<file path="config.mk">
export PLATFORM = sky130hd
export DESIGN_NAME = cpu_top
export DESIGN_NICKNAME = d
export VERILOG_FILES = /design/src/rtl/bus_pkg.sv /design/src/rtl/cpu_pkg.sv /design/src/rtl/alu8.sv /design/src/rtl/cpu_top.sv /design/src/rtl/irq_sync.sv /design/src/rtl/op_decode.sv /design/src/rtl/reg_file.sv /design/src/rtl/sequencer.sv
export SDC_FILE = /design/constraint.sdc
export NUM_CORES = 1
export LEC_CHECK = 0
export BUFFER_PORTS_ARGS = -buffer_cell sky130_fd_sc_hd__buf_2
export CAP_MARGIN = 20
export CORE_AREA = 2 2 158 160
export DETAILED_ROUTE_END_ITERATION = 7
export DIE_AREA = 0 0 160 162
export PLACE_DENSITY = 0.54
export SYNTH_ARGS = -nofsm -noshare
export SYNTH_HDL_FRONTEND = slang
export SYNTH_SLANG_ARGS = --single-unit
export TNS_END_PERCENT = 50
</file>
<file path="constraint.sdc">
create_clock -name cpu_clk -period 5.4 [get_ports cpu_clk]
set_clock_uncertainty 0.2 [all_clocks]
set_input_delay 0.54 -clock cpu_clk [delete_from_list [all_inputs] [get_ports cpu_clk]]
set_output_delay 0.54 -clock cpu_clk [all_outputs]
set_load 0.1 [all_outputs]
</file>
<file path="src/rtl/bus_pkg.sv">
// ==================================================================
// memory bus widths and request struct
// ==================================================================
package bus_pkg;

	localparam int ADDR_W = 16;
	localparam int DATA_W = 8;

	// oe and we are single-cycle strobes, never high together
	typedef struct packed {
		logic [ADDR_W-1:0] addr;
		logic [DATA_W-1:0] wdata;
		logic              oe;
		logic              we;
	} bus_req_t;

endpackage

</file>
<file path="src/rtl/cpu_pkg.sv">
// ==================================================================
// core definitions: opcodes, instruction classes, ALU operations,
// CC layout, vector addresses and sequencer states
// ==================================================================
package cpu_pkg;

	typedef enum logic [7:0] {
		NOP      = 8'h12,
		LDA_IMM  = 8'h86,
		ADDA_IMM = 8'h8B,
		STA_EXT  = 8'hB7,
		JMP_EXT  = 8'h7E,
		RTI      = 8'h3B
	} opcode_e;

	typedef enum logic [2:0] {NONE, IMM, STORE_EXT, JUMP_EXT, RETURN} op_class_e;

	typedef enum logic [1:0] {LOAD, ADD, PASS} alu_op_e;

	// 6809 bit order, msb first
	typedef struct packed {
		logic e; // unused, stays zero
		logic f; // unused, stays zero
		logic h; // unused
		logic i; // irq mask
		logic n;
		logic z;
		logic v;
		logic c;
	} cc_t;

	localparam logic [15:0] RESET_VEC = 16'hFFFE;
	localparam logic [15:0] IRQ_VEC   = 16'hFFF8;

	typedef enum logic [4:0] {
		ST_RESET, ST_RD_WAIT, ST_VEC_HI, ST_VEC_LO, ST_FETCH, ST_DECODE, ST_DISPATCH,
		ST_IMM_DATA, ST_EXEC, ST_EA_HI, ST_EA_LO, ST_STORE, ST_PUSH_DEC, ST_PUSH_WR,
		ST_IRQ_VEC, ST_PULL_CC, ST_PULL_A, ST_PULL_PCH, ST_PULL_PCL
	} seq_state_e;

endpackage

</file>
<file path="src/rtl/alu8.sv">
// ==================================================================
// 8-bit ALU, load and add with N, Z, V, C flags
// ==================================================================
`timescale 1ns/1ps
module alu8 (
	input  cpu_pkg::alu_op_e           alu_op_i,
	input  logic [bus_pkg::DATA_W-1:0] a_i,
	input  logic [bus_pkg::DATA_W-1:0] b_i,
	input  cpu_pkg::cc_t               cc_i,
	output logic [bus_pkg::DATA_W-1:0] res_o,
	output cpu_pkg::cc_t               cc_o
);
	logic [bus_pkg::DATA_W:0] sum; // carry in msb

	assign sum = {1'b0, a_i} + {1'b0, b_i};

	always_comb
	begin
		res_o = a_i;
		cc_o  = cc_i; // I mask always carried over
		case (alu_op_i)
			cpu_pkg::LOAD:
			begin
				res_o  = b_i;
				cc_o.v = 1'b0; // C untouched
			end
			cpu_pkg::ADD:
			begin
				res_o  = sum[bus_pkg::DATA_W-1:0];
				cc_o.c = sum[bus_pkg::DATA_W];
				// overflow when both inputs share a sign the result lacks
				cc_o.v = (a_i[7] == b_i[7]) && (res_o[7] != a_i[7]);
			end
			default: ;
		endcase
		if (alu_op_i != cpu_pkg::PASS)
		begin
			cc_o.n = res_o[bus_pkg::DATA_W-1];
			cc_o.z = (res_o == '0);
		end
	end
endmodule

</file>
<file path="src/rtl/cpu_top.sv">
// ==================================================================
// core top level, sequencer, datapath and irq input on the bus
// ==================================================================
`timescale 1ns/1ps
module cpu_top #(
	parameter logic [bus_pkg::ADDR_W-1:0] STACK_TOP   = 16'h0400,
	parameter int                         SYNC_STAGES = 2
) (
	input  logic                       cpu_clk,
	input  logic                       k_reset,
	input  logic                       irq_n_i,
	input  logic [bus_pkg::DATA_W-1:0] rdata_i,
	output bus_pkg::bus_req_t          bus_o,
	output cpu_pkg::seq_state_e        state_o
);
	logic                       irq_pend;
	logic                       irq_clr;
	logic [7:0]                 opcode;
	logic [bus_pkg::DATA_W-1:0] opnd;
	cpu_pkg::op_class_e         op_class;
	cpu_pkg::alu_op_e           alu_op;
	logic [bus_pkg::DATA_W-1:0] alu_res;
	cpu_pkg::cc_t               alu_cc;
	logic [bus_pkg::DATA_W-1:0] a, a_d;
	cpu_pkg::cc_t               cc, cc_d;
	logic [bus_pkg::ADDR_W-1:0] s, pc, pc_d;
	logic                       a_we, cc_we, pc_load, pc_inc, s_inc, s_dec;

	irq_sync #(.SYNC_STAGES(SYNC_STAGES)) irq_sync0 (
		.cpu_clk(cpu_clk), .k_reset(k_reset),
		.irq_n_i(irq_n_i), .irq_clr_i(irq_clr), .irq_pend_o(irq_pend)
	);

	op_decode op_decode0 (
		.opcode_i(opcode), .op_class_o(op_class), .alu_op_o(alu_op)
	);

	alu8 alu0 (
		.alu_op_i(alu_op), .a_i(a), .b_i(opnd), .cc_i(cc),
		.res_o(alu_res), .cc_o(alu_cc)
	);

	reg_file #(.STACK_TOP(STACK_TOP)) regs0 (
		.cpu_clk(cpu_clk), .k_reset(k_reset),
		.a_we_i(a_we), .a_d_i(a_d), .cc_we_i(cc_we), .cc_d_i(cc_d),
		.pc_load_i(pc_load), .pc_d_i(pc_d), .pc_inc_i(pc_inc),
		.s_inc_i(s_inc), .s_dec_i(s_dec),
		.a_o(a), .cc_o(cc), .s_o(s), .pc_o(pc)
	);

	sequencer seq0 (
		.cpu_clk(cpu_clk), .k_reset(k_reset), .rdata_i(rdata_i),
		.irq_pend_i(irq_pend), .irq_clr_o(irq_clr),
		.op_class_i(op_class), .alu_op_i(alu_op),
		.alu_res_i(alu_res), .alu_cc_i(alu_cc),
		.a_i(a), .cc_i(cc), .s_i(s), .pc_i(pc),
		.a_we_o(a_we), .a_d_o(a_d), .cc_we_o(cc_we), .cc_d_o(cc_d),
		.pc_load_o(pc_load), .pc_d_o(pc_d), .pc_inc_o(pc_inc),
		.s_inc_o(s_inc), .s_dec_o(s_dec),
		.opcode_o(opcode), .opnd_o(opnd), .bus_o(bus_o), .state_o(state_o)
	);
endmodule

</file>
<file path="src/rtl/irq_sync.sv">
// ==================================================================
// IRQ line synchronizer with held pending flag
// ==================================================================
`timescale 1ns/1ps
module irq_sync #(
	parameter int SYNC_STAGES = 2
) (
	input  logic cpu_clk,
	input  logic k_reset,
	input  logic irq_n_i,
	input  logic irq_clr_i,
	output logic irq_pend_o
);
	logic [SYNC_STAGES-1:0] sync_q; // line is active low, idles high

	always_ff @(posedge cpu_clk or posedge k_reset)
	begin
		if (k_reset)
		begin
			sync_q     <= '1;
			irq_pend_o <= 1'b0;
		end
		else
		begin
			sync_q <= {sync_q[SYNC_STAGES-2:0], irq_n_i};
			if (irq_clr_i)
				irq_pend_o <= 1'b0; // sets again next cycle if line still low
			else if (!sync_q[SYNC_STAGES-1])
				irq_pend_o <= 1'b1;
		end
	end
endmodule

</file>
<file path="src/rtl/op_decode.sv">
// ==================================================================
// opcode to instruction class and ALU operation
// ==================================================================
`timescale 1ns/1ps
module op_decode (
	input  logic [7:0]         opcode_i,
	output cpu_pkg::op_class_e op_class_o,
	output cpu_pkg::alu_op_e   alu_op_o
);
	always_comb
	begin
		op_class_o = cpu_pkg::NONE; // unknown opcodes are skipped
		alu_op_o   = cpu_pkg::PASS;
		case (opcode_i)
			cpu_pkg::LDA_IMM:
			begin
				op_class_o = cpu_pkg::IMM;
				alu_op_o   = cpu_pkg::LOAD;
			end
			cpu_pkg::ADDA_IMM:
			begin
				op_class_o = cpu_pkg::IMM;
				alu_op_o   = cpu_pkg::ADD;
			end
			cpu_pkg::STA_EXT:
				op_class_o = cpu_pkg::STORE_EXT;
			cpu_pkg::JMP_EXT:
				op_class_o = cpu_pkg::JUMP_EXT;
			cpu_pkg::RTI:
				op_class_o = cpu_pkg::RETURN;
			default:
				op_class_o = cpu_pkg::NONE; // NOP lands here too
		endcase
	end
endmodule

</file>
<file path="src/rtl/reg_file.sv">
// ==================================================================
// A, CC, S and PC registers with load, increment and decrement
// ==================================================================
`timescale 1ns/1ps
module reg_file #(
	parameter logic [bus_pkg::ADDR_W-1:0] STACK_TOP = 16'h0400
) (
	input  logic                       cpu_clk,
	input  logic                       k_reset,
	input  logic                       a_we_i,
	input  logic [bus_pkg::DATA_W-1:0] a_d_i,
	input  logic                       cc_we_i,
	input  cpu_pkg::cc_t               cc_d_i,
	input  logic                       pc_load_i,
	input  logic [bus_pkg::ADDR_W-1:0] pc_d_i,
	input  logic                       pc_inc_i,
	input  logic                       s_inc_i,
	input  logic                       s_dec_i,
	output logic [bus_pkg::DATA_W-1:0] a_o,
	output cpu_pkg::cc_t               cc_o,
	output logic [bus_pkg::ADDR_W-1:0] s_o,
	output logic [bus_pkg::ADDR_W-1:0] pc_o
);
	always_ff @(posedge cpu_clk or posedge k_reset)
	begin
		if (k_reset)
		begin
			a_o  <= '0;
			cc_o <= '{i: 1'b1, default: 1'b0}; // irq masked out of reset
			s_o  <= STACK_TOP;
			pc_o <= '0;
		end
		else
		begin
			if (a_we_i)
				a_o <= a_d_i;
			if (cc_we_i)
				cc_o <= cc_d_i;
			if (pc_load_i)
				pc_o <= pc_d_i; // load wins over increment
			else if (pc_inc_i)
				pc_o <= pc_o + 16'd1;
			if (s_dec_i)
				s_o <= s_o - 16'd1;
			else if (s_inc_i)
				s_o <= s_o + 16'd1;
		end
	end
endmodule

</file>
<file path="src/rtl/sequencer.sv">
// ==================================================================
// main FSM: vector load, fetch and dispatch, operand reads,
// STA write, JMP, interrupt stacking and RTI pulls
// ==================================================================
`timescale 1ns/1ps
module sequencer (
	input  logic                        cpu_clk,
	input  logic                        k_reset,
	input  logic [bus_pkg::DATA_W-1:0]  rdata_i,
	input  logic                        irq_pend_i,
	output logic                        irq_clr_o,
	input  cpu_pkg::op_class_e          op_class_i,
	input  cpu_pkg::alu_op_e            alu_op_i,
	input  logic [bus_pkg::DATA_W-1:0]  alu_res_i,
	input  cpu_pkg::cc_t                alu_cc_i,
	input  logic [bus_pkg::DATA_W-1:0]  a_i,
	input  cpu_pkg::cc_t                cc_i,
	input  logic [bus_pkg::ADDR_W-1:0]  s_i,
	input  logic [bus_pkg::ADDR_W-1:0]  pc_i,
	output logic                        a_we_o,
	output logic [bus_pkg::DATA_W-1:0]  a_d_o,
	output logic                        cc_we_o,
	output cpu_pkg::cc_t                cc_d_o,
	output logic                        pc_load_o,
	output logic [bus_pkg::ADDR_W-1:0]  pc_d_o,
	output logic                        pc_inc_o,
	output logic                        s_inc_o,
	output logic                        s_dec_o,
	output logic [7:0]                  opcode_o,
	output logic [bus_pkg::DATA_W-1:0]  opnd_o,
	output bus_pkg::bus_req_t           bus_o,
	output cpu_pkg::seq_state_e         state_o
);
	cpu_pkg::seq_state_e        state_q, state_d;
	cpu_pkg::seq_state_e        ret_q, ret_d; // where a read lands after its oe cycle
	logic [1:0]                 slot_q, slot_d; // push slot
	logic                       oe_q, oe_d;
	logic                       we_q, we_d;
	logic [bus_pkg::ADDR_W-1:0] addr_q, addr_d;
	logic [bus_pkg::DATA_W-1:0] wdata_q, wdata_d;
	logic [7:0]                 opcode_q, opcode_d;
	logic [bus_pkg::DATA_W-1:0] opnd_q, opnd_d;
	logic [bus_pkg::ADDR_W-1:0] ea_q, ea_d;

	always_comb
	begin
		state_d   = state_q;
		ret_d     = ret_q;
		slot_d    = slot_q;
		oe_d      = 1'b0;
		we_d      = 1'b0;
		addr_d    = addr_q;
		wdata_d   = wdata_q;
		opcode_d  = opcode_q;
		opnd_d    = opnd_q;
		ea_d      = ea_q;
		a_we_o    = 1'b0;
		a_d_o     = alu_res_i;
		cc_we_o   = 1'b0;
		cc_d_o    = alu_cc_i;
		pc_load_o = 1'b0;
		pc_d_o    = {ea_q[15:8], rdata_i}; // high byte held, low byte on the bus
		pc_inc_o  = 1'b0;
		s_inc_o   = 1'b0;
		s_dec_o   = 1'b0;
		irq_clr_o = 1'b0;
		case (state_q)
			cpu_pkg::ST_RESET:
			begin
				addr_d  = cpu_pkg::RESET_VEC;
				oe_d    = 1'b1;
				state_d = cpu_pkg::ST_VEC_HI;
			end
			cpu_pkg::ST_RD_WAIT:
				state_d = ret_q; // oe cycle, data valid next
			cpu_pkg::ST_VEC_HI:
			begin
				ea_d[15:8] = rdata_i;
				addr_d     = addr_q + 16'd1; // reset or irq vector low byte
				oe_d       = 1'b1;
				state_d    = cpu_pkg::ST_VEC_LO;
			end
			cpu_pkg::ST_VEC_LO, cpu_pkg::ST_PULL_PCL:
			begin
				pc_load_o = 1'b1;
				state_d   = cpu_pkg::ST_FETCH;
			end
			cpu_pkg::ST_FETCH:
				if (irq_pend_i && !cc_i.i)
				begin
					irq_clr_o = 1'b1;
					slot_d    = '0;
					state_d   = cpu_pkg::ST_PUSH_DEC;
				end
				else
				begin
					addr_d   = pc_i;
					oe_d     = 1'b1;
					pc_inc_o = 1'b1;
					state_d  = cpu_pkg::ST_DECODE;
				end
			cpu_pkg::ST_DECODE:
			begin
				opcode_d = rdata_i;
				state_d  = cpu_pkg::ST_DISPATCH;
			end
			cpu_pkg::ST_DISPATCH:
				case (op_class_i)
					cpu_pkg::IMM, cpu_pkg::STORE_EXT, cpu_pkg::JUMP_EXT:
					begin
						addr_d   = pc_i;
						oe_d     = 1'b1;
						pc_inc_o = 1'b1;
						if (op_class_i == cpu_pkg::IMM)
							state_d = cpu_pkg::ST_IMM_DATA;
						else
							state_d = cpu_pkg::ST_EA_HI;
					end
					cpu_pkg::RETURN:
					begin
						addr_d  = s_i;
						oe_d    = 1'b1;
						s_inc_o = 1'b1;
						state_d = cpu_pkg::ST_PULL_CC;
					end
					default:
						state_d = cpu_pkg::ST_FETCH; // NOP and unknown opcodes
				endcase
			cpu_pkg::ST_IMM_DATA:
			begin
				opnd_d  = rdata_i;
				state_d = cpu_pkg::ST_EXEC;
			end
			cpu_pkg::ST_EXEC:
			begin
				a_we_o  = (alu_op_i != cpu_pkg::PASS);
				cc_we_o = (alu_op_i != cpu_pkg::PASS);
				state_d = cpu_pkg::ST_FETCH;
			end
			cpu_pkg::ST_EA_HI:
			begin
				ea_d[15:8] = rdata_i;
				addr_d     = pc_i;
				oe_d       = 1'b1;
				pc_inc_o   = 1'b1;
				state_d    = cpu_pkg::ST_EA_LO;
			end
			cpu_pkg::ST_EA_LO:
			begin
				ea_d[7:0] = rdata_i;
				if (op_class_i == cpu_pkg::JUMP_EXT)
				begin
					pc_load_o = 1'b1;
					state_d   = cpu_pkg::ST_FETCH;
				end
				else
					state_d = cpu_pkg::ST_STORE;
			end
			cpu_pkg::ST_STORE:
			begin
				addr_d  = ea_q;
				wdata_d = a_i;
				we_d    = 1'b1; // strobe overlaps the next fetch setup
				state_d = cpu_pkg::ST_FETCH;
			end
			cpu_pkg::ST_PUSH_DEC:
			begin
				s_dec_o = 1'b1;
				state_d = cpu_pkg::ST_PUSH_WR;
			end
			cpu_pkg::ST_PUSH_WR:
			begin
				case (slot_q) // fixed stacking order
					2'd0: wdata_d = pc_i[7:0];
					2'd1: wdata_d = pc_i[15:8];
					2'd2: wdata_d = a_i;
					default: wdata_d = cc_i;
				endcase
				addr_d = s_i;
				we_d   = 1'b1;
				slot_d = slot_q + 2'd1;
				if (slot_q == 2'd3)
					state_d = cpu_pkg::ST_IRQ_VEC;
				else
					state_d = cpu_pkg::ST_PUSH_DEC;
			end
			cpu_pkg::ST_IRQ_VEC:
			begin
				cc_d_o   = cc_i;
				cc_d_o.i = 1'b1;
				cc_we_o  = 1'b1;
				addr_d   = cpu_pkg::IRQ_VEC;
				oe_d     = 1'b1;
				state_d  = cpu_pkg::ST_VEC_HI;
			end
			cpu_pkg::ST_PULL_CC:
			begin
				cc_d_o   = cpu_pkg::cc_t'(rdata_i);
				cc_d_o.e = 1'b0;
				cc_d_o.f = 1'b0;
				cc_we_o  = 1'b1;
				addr_d   = s_i;
				oe_d     = 1'b1;
				s_inc_o  = 1'b1;
				state_d  = cpu_pkg::ST_PULL_A;
			end
			cpu_pkg::ST_PULL_A:
			begin
				a_d_o   = rdata_i;
				a_we_o  = 1'b1;
				addr_d  = s_i;
				oe_d    = 1'b1;
				s_inc_o = 1'b1;
				state_d = cpu_pkg::ST_PULL_PCH;
			end
			cpu_pkg::ST_PULL_PCH:
			begin
				ea_d[15:8] = rdata_i;
				addr_d     = s_i;
				oe_d       = 1'b1;
				s_inc_o    = 1'b1;
				state_d    = cpu_pkg::ST_PULL_PCL;
			end
			default:
				state_d = cpu_pkg::ST_RESET;
		endcase
		// every read passes through the oe cycle before its data state
		if (oe_d)
		begin
			ret_d   = state_d;
			state_d = cpu_pkg::ST_RD_WAIT;
		end
	end

	always_ff @(posedge cpu_clk or posedge k_reset)
	begin
		if (k_reset)
		begin
			state_q <= cpu_pkg::ST_RESET;
			ret_q   <= cpu_pkg::ST_RESET;
			slot_q  <= '0;
			oe_q    <= 1'b0;
			we_q    <= 1'b0;
		end
		else
		begin
			state_q <= state_d;
			ret_q   <= ret_d;
			slot_q  <= slot_d;
			oe_q    <= oe_d;
			we_q    <= we_d;
		end
	end

	always_ff @(posedge cpu_clk)
	begin
		addr_q   <= addr_d;
		wdata_q  <= wdata_d;
		opcode_q <= opcode_d;
		opnd_q   <= opnd_d;
		ea_q     <= ea_d;
	end

	assign bus_o    = '{addr: addr_q, wdata: wdata_q, oe: oe_q, we: we_q};
	assign state_o  = state_q;
	assign opcode_o = opcode_q;
	assign opnd_o   = opnd_q;
endmodule
</file>
==> metrics, run 1 <==
fin cells 1084; wire per inst 18.9 um; gpl congestion 0.899; Slew Limit Fails 0; Critical Path Source Type flop; first-pass GRT wire length 32.6 mm; Seq/Total Area, Yosys 0.458; family with the most delay on the worst path compound AO/OA/AOI/OAI gates; Post-Synthesis Cells 711; area delta synth->final 15.1%; number of global-route vias before repair 5652; nets 789; core area 24100 sq um; Post-synth top flop dfrtp_1; CTS tree done; Worst-Skew Late Latency 420 ps; # IOs 42; TritonCTS Buffers 17; internal reg-to-reg setup slack 1530 ps; Syn Area/Cell 10.0 sq um; initial antenna violation count 0; Placed Cells 1051; port bufs 41; IR drop worst, VDD 0.219 mV; post-route ant nets 0; CP endpoint kind flop; All-Layer GR Usage 0.162; number of synthesized flops with an enable pin 56; Max-Cap Viols 0; outcome finished, final reports clean; HP Class flop to flop; Antenna Cells 0; final setup vio count 0; H-tree lvl count 4; layout cells sized above 1 0.138; Post-CTS Repair Setup Buffers 0; Worst-Margin Slew 1080 ps; via count 5835; Async SR Flop Fraction 0.529; CTS Hold Bufs 1; CP Max Fanout 20; clk sinks 119; HPWL after DPL 14.7 mm; Post-Syn Nets 753; WP buf/inv 1; clock root cell clkbuf_16; Distinct cells, synth 79; Initial Utilization 0.296; worst-path cell chain and3b_1, nand2_1, inv_1, ha_1, a2111oi_0, nor3_1, nand2_1, a311oi_1, o41ai_1, mux2i_1, xor2_1; FMAX 258 MHz; RSZ-0062 raised after global routing false; Die Y 162 um; # DRC 0; Clock transition at path regs 60 ps; crit path kind flop to flop; Yosys reg bits 119; Syn. warnings 0; Top cell by count, worst path nand2_1; power per cell area 643 nW/um^2; Die Area 25900 sq um; Worst path max stage delay 720 ps; Synth Cell Area 7130 sq um; Required @ worst endpoint 5540 ps; vias per cell 5.38; final worst-path cycle share 0.717; final hold vios 0; final core occ 0.341; die width 160 um; final wirelength 20.5 mm; crit path time final 3870 ps; Gates resized, CTS repair 0; Slew HR 0.275; Iter 0 DRT Violations 471; 1st-pass router iterations 5; largest net degree at the start of global routing 64; Worst path slowest cell dfrtp_1; leakage power 3.22 nW; grt total ovfl 0; Rows 57; Critical Path AT 4010 ps; Clock Path Buffers 2; setup_tns 0 ps
==> power breakdown <==
part	internal, mW	switching (mW)	total, mW
sequential	1.31	0.403	1.72
clock	0.672	0.425	1.10
combinational	0.818	1.65	2.47
total	2.80	2.47	5.28
==> synthesized netlist by cell type, drive strengths merged (5+ instances only) <==
cell type	instances	share of area
xor2	18	0.022
o22ai	5	0.0044
nand2	70	0.037
a21o	8	0.0084
and2	8	0.0074
o31ai	5	0.0053
o21ai	50	0.037
o211ai	7	0.0093
edfxtp	56	0.24
nor3	11	0.0077
nor3b	9	0.010
a21oi	46	0.034
a221o	41	0.058
nand2b	7	0.0065
or2	5	0.0044
and3	10	0.0088
or3	5	0.0044
nand3	20	0.014
nor2	73	0.040
a22oi	22	0.023
nor4	8	0.012
xnor2	16	0.020
dfrtp	59	0.21
nand4	9	0.0079
clkbuf	11	0.0058
buf	20	0.017
inv	20	0.011
ha	29	0.051
a2111oi	5	0.0070
==> flip-flops by register name, summed over array words and instances (netlist names) <==
signal                flops
irq_sync0.irq_pend_o      1
irq_sync0.sync_q          2
regs0.a_o                 8
regs0.cc_o                6
regs0.pc_o               16
regs0.s_o                16
seq0.addr_q              16
seq0.ea_q                16
seq0.oe_q                 1
seq0.opcode_o             8
seq0.opnd_o               8
seq0.ret_q                5
seq0.slot_q               2
seq0.state_o              5
seq0.wdata_q              8
seq0.we_q                 1
==> cells by family after synthesis <==
logic type | after synthesis | synth area share
buffers and inverters | 52 | 0.0339
muxes | 5 | 0.00842
adders and majority gates | 31 | 0.0565
and+or+nand+nor | 254 | 0.185
DFF | 119 | 0.458
AOI/OAI and AO/OA | 216 | 0.216
xor gates and xnor gates | 34 | 0.0418
==> area by class of cell <==
| cell class | count | area (sq um) |
|---|---|---|
| clock buffers | 18 | 429 |
| well taps | 324 | 405 |
| repair buffers | 48 | 260 |
| multi-input cells | 540 | 3640 |
| flip-flops and latches | 119 | 3260 |
| fillers | 2527 | 15900 |
| clock inverters | 14 | 134 |
| inverters | 21 | 78.8 |
==> path summary, 6_finish.rpt <==
kind / to / from / depth (start not counted)
worst max-delay path: regs0.s_o[15]$_DFFE_PP0P_ / seq0.state_o[2]$_DFF_PP0_ / 11
worst min-delay path: irq_sync0.sync_q[1]$_DFF_PP1_ / irq_sync0.sync_q[0]$_DFF_PP1_ / 0
worst max register to register: regs0.s_o[15]$_DFFE_PP0P_ / seq0.state_o[2]$_DFF_PP0_ / 11
worst min register to register: irq_sync0.sync_q[1]$_DFF_PP1_ / irq_sync0.sync_q[0]$_DFF_PP1_ / 0
max in group asynchronous: regs0.pc_o[14]$_DFFE_PP0P_ / k_reset / 3
min in group asynchronous: regs0.s_o[7]$_DFFE_PP0P_ / k_reset / 3
==> metrics by stage <==
step	power, mW	setup WS [ps]	hold WS (ps)	instance area (sq um)
after floorplan	3.61	1500	145	7130
after global placement	4.16	1630	147	7640
after detailed placement	4.18	1550	147	7640
after CTS	5.29	1540	155	8210
after global routing	5.61	1140	159	8210
final	5.28	1530	154	8210
==> per-layer routing <==
| layer | GRT usage | wire length (um) | vias up |
|---|---|---|---|
| li1 | - | - | 2784 |
| met1 | 0.222 | 9610 | 2861 |
| met2 | 0.258 | 9440 | 165 |
| met3 | 0.0324 | 1050 | 25 |
| met4 | 0.0528 | 382 | 0 |
| met5 | 0 | 0 | - |
==> worst register-to-register path, cell delays in order (launching register included) <==
cell and delay, ps:
dfrtp_1 720, and3b_1 280, nand2_1 140, inv_1 400, ha_1 390, a2111oi_0 500
nor3_1 90, nand2_1 100, a311oi_1 140, o41ai_1 410, mux2i_1 250, xor2_1 160
==> cell usage in the layout, fill, tap and decap left out, types with 5 or more instances in the layout <==
cell type / synthesis / final
a21o_1: 8 / 8
a21oi_1: 45 / 45
a221o_1: 41 / 41
a22oi_1: 22 / 22
and2_1: 7 / 7
and3_1: 10 / 10
buf_2: 13 / 41
buf_4: 2 / 6
clkbuf_16: 0 / 17
dfrtp_1: 59 / 59
edfxtp_1: 56 / 56
ha_1: 29 / 29
inv_1: 19 / 18
nand2_1: 70 / 70
nand2b_1: 6 / 6
nand3_1: 20 / 20
nand4_1: 9 / 9
nor2_1: 71 / 71
nor3_1: 11 / 10
nor3b_1: 8 / 8
o211ai_1: 6 / 6
o21ai_0: 46 / 46
o22ai_1: 5 / 5
o31ai_1: 5 / 5
or2_2: 5 / 5
or3_1: 5 / 5
xnor2_1: 16 / 16
xor2_1: 18 / 18
Power figures use the tool's default switching activity.
==> run 2, diff against run 1 <==
clock period = 3.76 ns   (was 5.4 ns; I/O delays follow)
==> run 2 against run 1 <==
Net effect:
- the run now ends with negative hold slack left
- critical path depth rose by 1
- cell area rose by 1.3%
- sequential power rose by 38%
- first-iteration DRC count rose by 34%
==> metrics, run 2 (synthesis gave the netlist of run 1 again) <==
post-route ant nets 0 (unchanged); Placed Cells 1060 (was 1051); Required @ worst endpoint 3910 ps (was 5540 ps); Die Area 25900 sq um (unchanged); setup_tns 0 ps (unchanged); layout cells sized above 1 0.152 (was 0.138); Top cell by count, worst path nand2_1 (unchanged); # IOs 42 (unchanged); CP endpoint kind flop (unchanged); IR drop worst, VDD 0.425 mV (was 0.219 mV); fin cells 1093 (was 1084); number of global-route vias before repair 5572 (was 5652); worst-case hold slack -3.72 ps (was 154 ps); final worst-path cycle share 0.891 (was 0.717); most common cell after layout, fill and taps aside nor2_1 (unchanged); wire per inst 18.8 um (was 18.9 um); clock root cell clkbuf_16 (unchanged); Initial Utilization 0.296 (unchanged); nets 798 (was 789); # DRC 0 (unchanged); H-tree lvl count 4 (unchanged); Critical Path AT 3500 ps (was 4010 ps); Worst-Skew Late Latency 430 ps (was 420 ps); grt total ovfl 0 (unchanged); Worst path max stage delay 490 ps (was 720 ps); crit path time final 3350 ps (was 3870 ps); Slew Limit Fails 0 (unchanged); HPWL after DPL 14.8 mm (was 14.7 mm); crit path kind flop to flop (unchanged); FMAX 298 MHz (was 258 MHz); Worst-Margin Slew 1030 ps (was 1080 ps); HP Class input port to asynchronous set/reset pin (was flop to flop); Clock Path Buffers 2 (unchanged); initial antenna violation count 0 (unchanged); All-Layer GR Usage 0.163 (was 0.162); outcome finished, violations left (was finished, final reports clean); Critical Path Source Type flop (unchanged); 1st-pass router iterations 4 (was 5); Max-Cap Viols 0 (unchanged); violated checks negative hold slack; vias per cell 5.34 (was 5.38); largest net degree at the start of global routing 64 (unchanged); final setup vio count 0 (unchanged); core area 24100 sq um (unchanged); CTS tree done (unchanged); family with the most delay on the worst path compound AO/OA/AOI/OAI gates (unchanged); worst reg2reg startpoint seq0.state_o[2]$_DFF_PP0_ (unchanged); port bufs 41 (unchanged); Worst path slowest cell o41ai_1 (was dfrtp_1); die width 160 um (unchanged); first-pass GRT wire length 32.6 mm (about the same); Critical Path Source seq0.state_o[2]$_DFF_PP0_ (unchanged); most frequent cells in the layout 71 x nor2_1, 70 x nand2_1, 57 x dfrtp_1 (was 71 x nor2_1, 70 x nand2_1, 59 x dfrtp_1); power per cell area 927 nW/um^2 (was 643 nW/um^2); clk sinks 119 (unchanged); Antenna Cells 0 (unchanged); leakage power 3.28 nW (was 3.22 nW); TritonCTS Buffers 17 (unchanged); RSZ-0062 raised after global routing false (unchanged); Clock transition at path regs 60 ps (about the same); worst-path cell chain and3b_1, nand2_1, inv_1, buf_4, ha_1, a2111oi_0, o21ai_0, nand2_1, a311oi_1, o41ai_1, mux2i_1, xor2_1 (was and3b_1, nand2_1, inv_1, ha_1, a2111oi_0, nor3_1, nand2_1, a311oi_1, o41ai_1, mux2i_1, xor2_1); Iter 0 DRT Violations 630 (was 471); Rows 57 (unchanged); WP buf/inv 2 (was 1); final hold vios 1 (was 0); final wirelength 20.6 mm (was 20.5 mm); area delta synth->final 16.6% (was 15.1%); via count 5836 (was 5835); Slew HR 0.310 (was 0.275); Die Y 162 um (unchanged); CP Max Fanout 9 (was 20); gpl congestion 0.867 (was 0.899)
-- run 2: cell count changes in the layout (fill, tap and decap cells not counted), sizes merged --
cell and delta:
clkbuf +1, buf +9, bufinv +1, clkinv -1
inv -1
-- run 2: path summary, 6_finish.rpt --
kind | end | depth (start not counted) | slack [ps]
worst max-delay path | regs0.s_o[15]$_DFFE_PP0P_ | 12 | 410
worst min-delay path | regs0.s_o[5]$_DFFE_PP0P_ | 3 | -4
worst max register to register | regs0.s_o[15]$_DFFE_PP0P_ | 12 | 410
worst min register to register | irq_sync0.sync_q[1]$_DFF_PP1_ | 0 | 160
max in group asynchronous | seq0.state_o[2]$_DFF_PP0_ | 3 | 2730
min in group cpu_clk | regs0.cc_o[1]$_DFFE_PP0P_ | 3 | 110
-- run 2: metrics by stage --
step,total power [mW],worst slack [ps],cell area [sq um],utilization
floorplan,5.19,103,7130,-
global placement,6.05,484,7710,0.320
detailed placement,6.07,434,7710,0.320
CTS,7.74,416,8310,0.345
global route,8.20,68.7,8310,0.345
finish,7.71,409,8310,0.345
-- run 2: metal layers --
metal	track usage	up-vias	wire length (um)
met5	0	-	0
met4	0.0545	0	335
met3	0.0314	22	830
met2	0.253	146	9440
met1	0.229	2872	9950
li1	-	2796	-
-- run 2: timing repair --
action                                 CTS  global route
endpoints found under the hold margin    1             0
setup buffers                            0             0
resized for setup                        0             0
hold buffers                             1             0
-- run 2: area by class of cell --
type                    count  area [sq um]
clock inverters            13           155
fillers                  2490         15800
clock buffers              19           443
flip-flops and latches    119          3270
well taps                 324           405
inverters                  21          78.8
multi-input cells         540          3640
repair buffers             57           328
-- run 2: worst min-delay path: stages --
cell and delay [ps]:
buf_2 100, inv_2 30, buf_4 650
-- run 2: where the power goes --
part | internal [mW] | switching (mW)
clock | 1.05 | 0.604
sequential | 1.89 | 0.494
combinational | 1.22 | 2.46
total | 4.16 | 3.55
